--- src/logic/rvvi_defines.svh ---
// Width, count and cause-code macros for the RVFI to RVVI trace bridge
`ifndef RVVI_DEFINES_SVH
`define RVVI_DEFINES_SVH

////////////////////////////////////////
// Datapath widths
////////////////////////////////////////

// Data and program counter width
`define RVVI_XLEN            32

// Retirement order counter width
`define RVVI_ORDER_W         64

// General purpose register file
`define RVVI_NUM_GPR         32
`define RVVI_GPR_ADDR_W      5

// Cause field widths as carried on the retirement port
`define RVVI_EXC_CAUSE_W     6
`define RVVI_INTR_CAUSE_W    11
`define RVVI_DBG_W           3

////////////////////////////////////////
// Counts and masks
////////////////////////////////////////

`define RVVI_NUM_CSR         8
`define RVVI_NUM_IRQ         32

// Lines 3, 7, 11 and the local interrupts 16 to 31
`define RVVI_IRQ_IMPL_MASK   32'hFFFF_0888

////////////////////////////////////////
// Cause codes
////////////////////////////////////////

// Instruction bus fault, raised outside the core
`define RVVI_EXC_IBUS_FAULT  6'd48

// Data bus fault NMIs
`define RVVI_NMI_LOAD_CAUSE  11'd1024
`define RVVI_NMI_STORE_CAUSE 11'd1025

// Debug entry through an external halt request
`define RVVI_DBG_HALTREQ     3'd3

`endif

--- src/logic/rvvi_pkg.sv ---
// Shared structs for the retirement port, trace record, GPR write-back, events and CSR slots
`include "rvvi_defines.svh"

package rvvi_pkg;

   ////////////////////////////////////////
   // Retirement port side
   ////////////////////////////////////////

   // Trap information for the retiring instruction
   typedef struct packed {
      logic                          trap;
      logic                          exception;
      logic                          debug;
      logic [`RVVI_EXC_CAUSE_W-1:0]  exception_cause;
      logic [`RVVI_DBG_W-1:0]        debug_cause;
      logic [1:0]                    cause_type;
   } rvfi_trap_t;

   // First instruction of a handler carries this
   typedef struct packed {
      logic                          intr;
      logic                          exception;
      logic                          interrupt;
      logic [`RVVI_INTR_CAUSE_W-1:0] cause;
   } rvfi_intr_t;

   typedef struct packed {
      logic                          valid;
      logic [`RVVI_ORDER_W-1:0]      order;
      logic [`RVVI_XLEN-1:0]         insn;
      rvfi_trap_t                    trap;
      rvfi_intr_t                    intr;
      logic                          halt;
      logic [`RVVI_DBG_W-1:0]        dbg;
      logic                          dbg_mode;
      // Bit 0 is NMI pending, bit 1 selects store over load
      logic [1:0]                    nmip;
      logic [1:0]                    mode;
      logic [1:0]                    ixl;
      logic [`RVVI_XLEN-1:0]         pc_rdata;
      logic [`RVVI_XLEN-1:0]         pc_wdata;
      logic [`RVVI_GPR_ADDR_W-1:0]   rd1_addr;
      logic [`RVVI_XLEN-1:0]         rd1_wdata;
   } rvfi_retire_t;

   // One CSR as seen at retirement
   typedef struct packed {
      logic [`RVVI_XLEN-1:0]         wdata;
      logic [`RVVI_XLEN-1:0]         wmask;
      logic [`RVVI_XLEN-1:0]         rdata;
   } csr_port_t;

   ////////////////////////////////////////
   // Trace side
   ////////////////////////////////////////

   typedef struct packed {
      logic                          valid;
      logic [`RVVI_ORDER_W-1:0]      order;
      logic [`RVVI_XLEN-1:0]         insn;
      logic                          trap;
      rvfi_intr_t                    intr;
      logic [1:0]                    mode;
      logic [1:0]                    ixl;
      logic [`RVVI_XLEN-1:0]         pc_rdata;
      logic [`RVVI_XLEN-1:0]         pc_wdata;
   } rvvi_trace_t;

   typedef struct packed {
      logic [`RVVI_NUM_GPR-1:0]      x_wb;
      logic [`RVVI_XLEN-1:0]         x_wdata;
   } gpr_wb_t;

   typedef struct packed {
      logic                          haltreq;
      logic                          nmi;
      logic [`RVVI_INTR_CAUSE_W-1:0] nmi_cause;
      logic                          ibus_fault;
   } net_events_t;

   // Slot numbers of the merged CSRs
   typedef enum logic [2:0] {
      CSR_MSTATUS  = 3'd0,
      CSR_MISA     = 3'd1,
      CSR_MIE      = 3'd2,
      CSR_MTVEC    = 3'd3,
      CSR_MSCRATCH = 3'd4,
      CSR_MEPC     = 3'd5,
      CSR_MCAUSE   = 3'd6,
      CSR_MTVAL    = 3'd7
   } csr_idx_e;

endpackage

--- src/logic/csr_merge.sv ---
// CSR write/read merge with per-retirement change flags
`include "rvvi_defines.svh"

module csr_merge (
   input  logic                  rvvi,
   input  logic                  rst_n,
   input  logic                  capture,
   input  rvvi_pkg::csr_port_t   csr [`RVVI_NUM_CSR],
   output logic [`RVVI_XLEN-1:0] csr_value [`RVVI_NUM_CSR],
   output logic [`RVVI_NUM_CSR-1:0] csr_wb
);

   // Architectural value after the retiring instruction
   logic [`RVVI_XLEN-1:0]    merged [`RVVI_NUM_CSR];
   logic [`RVVI_NUM_CSR-1:0] differs;

   ////////////////////////////////////////
   // Merge
   ////////////////////////////////////////

   // Written bits come from wdata, untouched bits keep rdata
   always_comb begin
      for (int i = 0; i < `RVVI_NUM_CSR; i++) begin
         merged[i]  = (csr[i].wdata & csr[i].wmask) |
                      (csr[i].rdata & ~csr[i].wmask);
         differs[i] = (merged[i] != csr_value[i]);
      end
   end

   ////////////////////////////////////////
   // Stored values and flags
   ////////////////////////////////////////

   // Values start at zero, so a nonzero first capture is flagged
   always_ff @(posedge rvvi) begin
      if (!rst_n) begin
         for (int i = 0; i < `RVVI_NUM_CSR; i++) begin
            csr_value[i] <= '0;
         end
         csr_wb <= '0;
      end else if (capture) begin
         for (int i = 0; i < `RVVI_NUM_CSR; i++) begin
            csr_value[i] <= merged[i];
         end
         csr_wb <= differs;
      end
   end

endmodule

--- src/logic/irq_watch.sv ---
// Interrupt line sampler with a one-cycle change mask
`include "rvvi_defines.svh"

module irq_watch (
   input  logic                     rvvi,
   input  logic                     rst_n,
   input  logic [`RVVI_NUM_IRQ-1:0] irq,
   output logic [`RVVI_NUM_IRQ-1:0] irq_level,
   output logic [`RVVI_NUM_IRQ-1:0] irq_change
);

   logic [`RVVI_NUM_IRQ-1:0] irq_impl;

   // Lines the core does not implement never show up
   assign irq_impl = irq & `RVVI_IRQ_IMPL_MASK;

   // irq_level holds the previous sample, so the XOR marks edges
   always_ff @(posedge rvvi) begin
      if (!rst_n) begin
         irq_level  <= '0;
         irq_change <= '0;
      end else begin
         irq_change <= irq_impl ^ irq_level;
         irq_level  <= irq_impl;
      end
   end

endmodule

--- src/logic/net_events.sv ---
// Halt request, NMI and instruction bus fault levels updated per retirement
`include "rvvi_defines.svh"

module net_events (
   input  logic                   rvvi,
   input  logic                   rst_n,
   input  logic                   capture,
   input  rvvi_pkg::rvfi_retire_t retire,
   output rvvi_pkg::net_events_t  events
);

   logic nmi_cause_hit;
   logic nmi_next;
   logic halt_next;
   logic ibus_next;

   ////////////////////////////////////////
   // Level decode
   ////////////////////////////////////////

   // Debug entry caused by haltreq while in debug mode
   assign halt_next = (retire.dbg == `RVVI_DBG_HALTREQ) && retire.dbg_mode;

   // Load or store bus error taken as NMI
   assign nmi_cause_hit = retire.intr.intr && retire.intr.interrupt &&
                          ((retire.intr.cause == `RVVI_NMI_LOAD_CAUSE) ||
                           (retire.intr.cause == `RVVI_NMI_STORE_CAUSE));

   // A pending NMI counts even before the handler is entered
   assign nmi_next = nmi_cause_hit || retire.nmip[0];

   assign ibus_next = retire.trap.trap && retire.trap.exception &&
                      (retire.trap.exception_cause == `RVVI_EXC_IBUS_FAULT);

   ////////////////////////////////////////
   // Level registers
   ////////////////////////////////////////

   always_ff @(posedge rvvi) begin
      if (!rst_n) begin
         events <= '0;
      end else if (capture) begin
         events.haltreq    <= halt_next;
         events.nmi        <= nmi_next;
         events.ibus_fault <= ibus_next;
         // Cause is kept once the NMI level drops
         if (nmi_next) begin
            events.nmi_cause <= retire.intr.cause;
         end
      end
   end

endmodule

--- src/logic/retire_ctrl.sv ---
// Retirement novelty detector that issues the capture strobe
`include "rvvi_defines.svh"

module retire_ctrl (
   input  logic                   rvvi,
   input  logic                   rst_n,
   input  rvvi_pkg::rvfi_retire_t retire,
   output logic                   capture
);

   // Order of the last retirement passed downstream
   logic [`RVVI_ORDER_W-1:0] last_order;

   // Set once the first retirement after reset has been taken
   logic                     seen;

   logic                     order_new;

   ////////////////////////////////////////
   // Novelty test
   ////////////////////////////////////////

   // The core may hold valid with the same order for several cycles
   assign order_new = !seen || (retire.order != last_order);
   assign capture   = retire.valid && order_new;

   ////////////////////////////////////////
   // Order tracking
   ////////////////////////////////////////

   always_ff @(posedge rvvi) begin
      if (!rst_n) begin
         seen       <= 1'b0;
         last_order <= '0;
      end else if (capture) begin
         seen       <= 1'b1;
         last_order <= retire.order;
      end
   end

endmodule

--- src/logic/retire_trace.sv ---
// Trace record and GPR write-back registers loaded on each capture
`include "rvvi_defines.svh"

module retire_trace (
   input  logic                   rvvi,
   input  logic                   rst_n,
   input  logic                   capture,
   input  rvvi_pkg::rvfi_retire_t retire,
   output rvvi_pkg::rvvi_trace_t  trace,
   output rvvi_pkg::gpr_wb_t      gpr
);

   logic                      ibus_trap;
   logic [`RVVI_NUM_GPR-1:0]  wb_onehot;
   logic [`RVVI_XLEN-1:0]     wb_data;

   ////////////////////////////////////////
   // Next record
   ////////////////////////////////////////

   // Only the externally raised fetch fault is flagged as a trap,
   // every other trap is derived by the reference model itself
   assign ibus_trap = retire.trap.trap &&
                      (retire.trap.exception_cause == `RVVI_EXC_IBUS_FAULT);

   always_comb begin
      wb_onehot                  = '0;
      wb_onehot[retire.rd1_addr] = 1'b1;
   end

   // x0 always reads back as zero
   assign wb_data = (retire.rd1_addr == '0) ? '0 : retire.rd1_wdata;

   ////////////////////////////////////////
   // Registers
   ////////////////////////////////////////

   always_ff @(posedge rvvi) begin
      if (!rst_n) begin
         trace.valid <= 1'b0;
      end else begin
         // One cycle per new retirement
         trace.valid <= capture;
      end

      if (capture) begin
         trace.order    <= retire.order;
         trace.insn     <= retire.insn;
         trace.trap     <= ibus_trap;
         trace.intr     <= retire.intr;
         trace.mode     <= retire.mode;
         trace.ixl      <= retire.ixl;
         trace.pc_rdata <= retire.pc_rdata;
         trace.pc_wdata <= retire.pc_wdata;

         gpr.x_wb       <= wb_onehot;
         gpr.x_wdata    <= wb_data;
      end
   end

endmodule

--- src/logic/rvfi_rvvi_bridge.sv ---
// Top level of the RVFI to RVVI trace bridge
`include "rvvi_defines.svh"

module rvfi_rvvi_bridge (
   input  logic                     rvvi,
   input  logic                     rst_n,
   input  rvvi_pkg::rvfi_retire_t   retire,
   input  rvvi_pkg::csr_port_t      csr [`RVVI_NUM_CSR],
   input  logic [`RVVI_NUM_IRQ-1:0] irq,
   output rvvi_pkg::rvvi_trace_t    trace,
   output rvvi_pkg::gpr_wb_t        gpr,
   output logic [`RVVI_XLEN-1:0]    csr_value [`RVVI_NUM_CSR],
   output logic [`RVVI_NUM_CSR-1:0] csr_wb,
   output rvvi_pkg::net_events_t    events,
   output logic [`RVVI_NUM_IRQ-1:0] irq_level,
   output logic [`RVVI_NUM_IRQ-1:0] irq_change
);

   // High in the cycle a new retirement is sampled
   logic capture;

   retire_ctrl u_retire_ctrl (
      .rvvi    (rvvi),
      .rst_n   (rst_n),
      .retire  (retire),
      .capture (capture)
   );

   retire_trace u_retire_trace (
      .rvvi    (rvvi),
      .rst_n   (rst_n),
      .capture (capture),
      .retire  (retire),
      .trace   (trace),
      .gpr     (gpr)
   );

   csr_merge u_csr_merge (
      .rvvi      (rvvi),
      .rst_n     (rst_n),
      .capture   (capture),
      .csr       (csr),
      .csr_value (csr_value),
      .csr_wb    (csr_wb)
   );

   net_events u_net_events (
      .rvvi    (rvvi),
      .rst_n   (rst_n),
      .capture (capture),
      .retire  (retire),
      .events  (events)
   );

   // Interrupt lines run independently of retirement
   irq_watch u_irq_watch (
      .rvvi       (rvvi),
      .rst_n      (rst_n),
      .irq        (irq),
      .irq_level  (irq_level),
      .irq_change (irq_change)
   );

endmodule

--- config.mk ---
export PLATFORM = sky130hd
export DESIGN_NAME = rvfi_rvvi_bridge
export DESIGN_NICKNAME = d
export VERILOG_FILES = /design/src/logic/rvvi_pkg.sv /design/src/logic/csr_merge.sv /design/src/logic/irq_watch.sv /design/src/logic/net_events.sv /design/src/logic/retire_ctrl.sv /design/src/logic/retire_trace.sv /design/src/logic/rvfi_rvvi_bridge.sv
export VERILOG_INCLUDE_DIRS = /design/src /design/src/logic
export SDC_FILE = /design/constraint.sdc
export NUM_CORES = 1
export LEC_CHECK = 0
export BUFFER_PORTS_ARGS = -buffer_cell sky130_fd_sc_hd__buf_2
export CAP_MARGIN = 40
export CORE_AREA = 2 2 634 636
export DETAILED_ROUTE_END_ITERATION = 7
export DIE_AREA = 0 0 636 638
export HOLD_SLACK_MARGIN = 0.06
export MAX_ROUTING_LAYER = met4
export PLACE_DENSITY_LB_ADDON = 0.25
export RECOVER_POWER = 100
export SETUP_SLACK_MARGIN = 0.02
export SYNTH_ARGS = -nofsm -noshare
export SYNTH_HDL_FRONTEND = slang
export SYNTH_SLANG_ARGS = --single-unit
--- constraint.sdc ---
create_clock -name rvvi -period 8.5 [get_ports rvvi]
set_input_delay 1.275 -clock rvvi [delete_from_list [all_inputs] [get_ports rvvi]]
set_output_delay 1.275 -clock rvvi [all_outputs]
set_load 0.05 [all_outputs]
==> impl_metrics.py <==
metrics = {
    "floorplanning": {
        "start_util_pct": 7.23,
        "die_y_um": 638,
        "ioPinCount": 1625,
        "rows": 232,
        "die_w_um": 636,
        "core_area_mm2": 0.399,
        "dieArea_mm2": 0.406,
    },
    "global_routing": {
        "gr-total-overflow": 0,
        "grt_pass1_wl_um": 298000,
        "grt_start_max_net_pins": 169,
        "grt_use_total_pct": 11.6,
        "first_global_vias": 27500,
        "antenna_found_initial": 82,
    },
    "placement": {
        "hpwl_um": 205000,
        "globalplace.congestion": 0.961,
        "portBuffers": 1577,
        "dp_cells": 9224,
    },
    "routing": {
        "vias": 27200,
        "avgViaCountPerCell": 2.87,
        "wirelength_um": 241000,
        "initialDrtViolationCount": 1471,
        "wl_per_cell_um": 25.5,
        "drc": 0,
        "firstDrtPassIters": 5,
        "antenna_left": 0,
    },
    "cells_and_area": {
        "drive_above_1_share_pct": 29.2,
        "area_growth_pct": 59.9,
        "nFillCells": 46000,
        "instances_no_fill": 9457,
        "nNetsFinal": 5097,
    },
    "timing": {
        "fmax_mhz": 155,
        "min_period_over_period_pct": 75.9,
        "worst_hold_slack_ns": 0.455,
        "clock_skew_ns": 0.119,
        "rsz0062_at_grt": "false",
        "relSlewSlack_pct": -144,
        "hold_viol": 0,
        "slew_violations": 234,
        "fin_crit_ns": 6.45,
        "fin_setup_tns_ns": 0,
        "final-setup-viol-count": 0,
        "tightestPinTransition_ns": 3.66,
    },
    "synthesis": {
        "syn_inst": 2475,
        "synth.distinct_cells": 42,
        "ys_seq_elements": 625,
        "syn_area_per_cell_um2": 11.6,
        "yosysTopAreaCell": "dfxtp_1",
        "yosysTopAreaCellShare_pct": 26.6,
        "yosysWarnings": 0,
        "seq_area_frac_synth_pct": 51.9,
        "ys_top_cells_by_area": "dfxtp_1 27%, edfxtp_1 25%, mux2i_1 12%",
        "syn-cell-area_mm2": 0.0288,
    },
    "worst_setup_path": {
        "critPathLaunchType": "primary input",
        "rrSetupSlack_ns": 2.49,
        "worstPathRequired_ns": 9.16,
        "cp_max_fo": 168,
        "path_class": "primary input to flip-flop",
        "critPathCaptureType": "flip-flop",
        "cp.arrival_ns": 7.11,
    },
    "cts": {
        "cts_hold_buf": 0,
        "postCtsSetupRepairBufs": 0,
        "cts_resized": 0,
        "path_clk_slew_ns": 0.06,
        "clkLatencyLatePin_ns": 0.85,
        "cts_sinks": 625,
        "cts_buffer_depth": 4,
        "numCtsBuffers": 97,
        "clockRootBuffer": "clkbuf_16",
        "cts_htree_levels": 3,
        "tritoncts": "done",
    },
    "run_status": {
        "violations": "max-capacitance violations, max-slew violations",
        "status": "finished with violations",
    },
    "pwr": {
        "power.density_mw_per_mm2": 220,
        "p_leak_nw": 18.4,
        "ir_drop_mv": 0.154,
    },
    "hold_path": {
        "hp-class": "flip-flop to flip-flop",
    },
    "run": {
        "cap_violations": 8,
    },
}
## worst paths after layout
path,cells after the start,from,endpoint
min,2,u_net_events.events[4],u_net_events.events[4]
max,5,rst_n,u_csr_merge.csr_wb[6]
min reg2reg,2,u_net_events.events[4],u_net_events.events[4]
max reg2reg,12,u_retire_ctrl.last_order[6],u_csr_merge.csr_value[137]
## worst max-delay path, stage by stage
cell	delay [ns]
clkbuf_1	2.51
clkbuf_1	2.09
buf_12	0.44
o21ai_0	0.22
mux2i_1	0.17
## metal layers
metal / track usage, % / wire length, µm / part of all wire [%]
met5: - / 0 / 0
met4: 1.90 / 4860 / 2.0
met3: 4.74 / 23500 / 9.8
met2: 21.1 / 126000 / 52
met1: 11.7 / 86600 / 36
## report_power, final
part / internal (mW) / leakage [nW] / switching, mW / total [mW]
clock: 2.66 / 1.63 / 1.72 / 4.38
combinational: 0.592 / 11.2 / 1.66 / 2.25
sequential: 3.34 / 5.54 / 0.151 / 3.49
total: 6.59 / 18.4 / 3.53 / 10.1
## state kept, by name, indices dropped and copies added, names as in the netlist
name	flops
u_net_events.events	14
u_retire_ctrl.last_order	64
u_irq_watch.irq_level	19
u_irq_watch.irq_change	19
u_retire_trace.gpr	64
u_csr_merge.csr_wb	8
u_retire_trace.trace	180
u_csr_merge.csr_value	256
u_retire_ctrl.seen	1
## layout by cell type, fill, tap and decap left out, types with 8 or more instances in the layout
master | synthesis | routed
buf_4 | 26 | 59
clkbuf_8 | 0 | 11
dfxtp_1 | 382 | 382
diode_2 | 0 | 56
nand2b_1 | 12 | 12
buf_2 | 12 | 930
xor2_1 | 55 | 55
and2_0 | 0 | 28
o211a_1 | 225 | 225
conb_1 | 1 | 26
clkinvlp_4 | 0 | 9
bufinv_16 | 0 | 15
clkbuf_1 | 147 | 674
o21ai_0 | 8 | 8
nand4_1 | 24 | 24
mux2_2 | 31 | 31
edfxtp_1 | 243 | 243
nor4_1 | 73 | 68
o211ai_1 | 226 | 226
nand2_1 | 226 | 226
clkbuf_16 | 0 | 97
xnor2_1 | 273 | 273
mux2i_1 | 340 | 337
clkinv_2 | 0 | 11
and2_1 | 51 | 23
nor2_1 | 56 | 56
inv_1 | 9 | 9
## cells by family (layout without fill, tap and decap cells)
logic type      after synthesis  count (layout)  synth area share (%)
flops                       625             625                  51.9
xor+xnor                    328             328                  9.97
mux                         371             371                  13.0
simple gates                465             465                  7.72
compound gates              474             474                  14.2
other cells                   1              82                0.0130
buf+inv                     211            1847                  3.14
## metrics by stage
step	cell area [µm²]	util, %	setup slack [ns]	total power, mW
5_1_grt	46000	11.6	1.66	10.6
6_report	46100	11.6	2.05	10.1
3_3_place_gp	43000	10.8	2.36	5.93
4_1_cts	46800	11.7	3.30	10.5
3_5_place_dp	43400	10.9	2.41	5.96
2_1_floorplan	28900	-	2.80	4.82
## final cells by class
type,instances,area (µm²),area share (%)
inverter,10,45.0,0.0978
clock inverter,52,738,1.60
tap,5265,6590,14.3
sequential,625,14900,32.4
antenna,56,140,0.304
multi-input combinational,1664,13100,28.5
timing repair buffer,1660,7850,17.0
clock buffer,125,2640,5.74
## cell usage after synthesis
cell       number
mux2i_1       340
nor4_1         73
o211a_1       225
or3_1           1
o21ai_2         1
or2_2           2
xor2_1         55
dfxtp_1       382
and4_1          1
a31oi_1         2
o2111ai_1       4
clkbuf_1      147
o21ai_0         8
mux2_2         31
buf_2          12
conb_1          1
inv_1           9
nand2_1       226
o221ai_1        1
a31o_2          1
a22o_1          1
inv_2           1
and2_1         51
o22ai_1         1
nand3_1         4
buf_1          16
a221o_1         1
nor2b_1         3
and4b_1         1
nand3b_1        3
edfxtp_1      243
or3b_2          2
nor2_1         56
nor4b_1         4
xnor2_1       273
nor3_1          1
nand4_1        24
buf_4          26
o211ai_1      226
nand2b_1       12
or2_0           1
a21oi_1         3
Power figures use the tool's default switching activity.
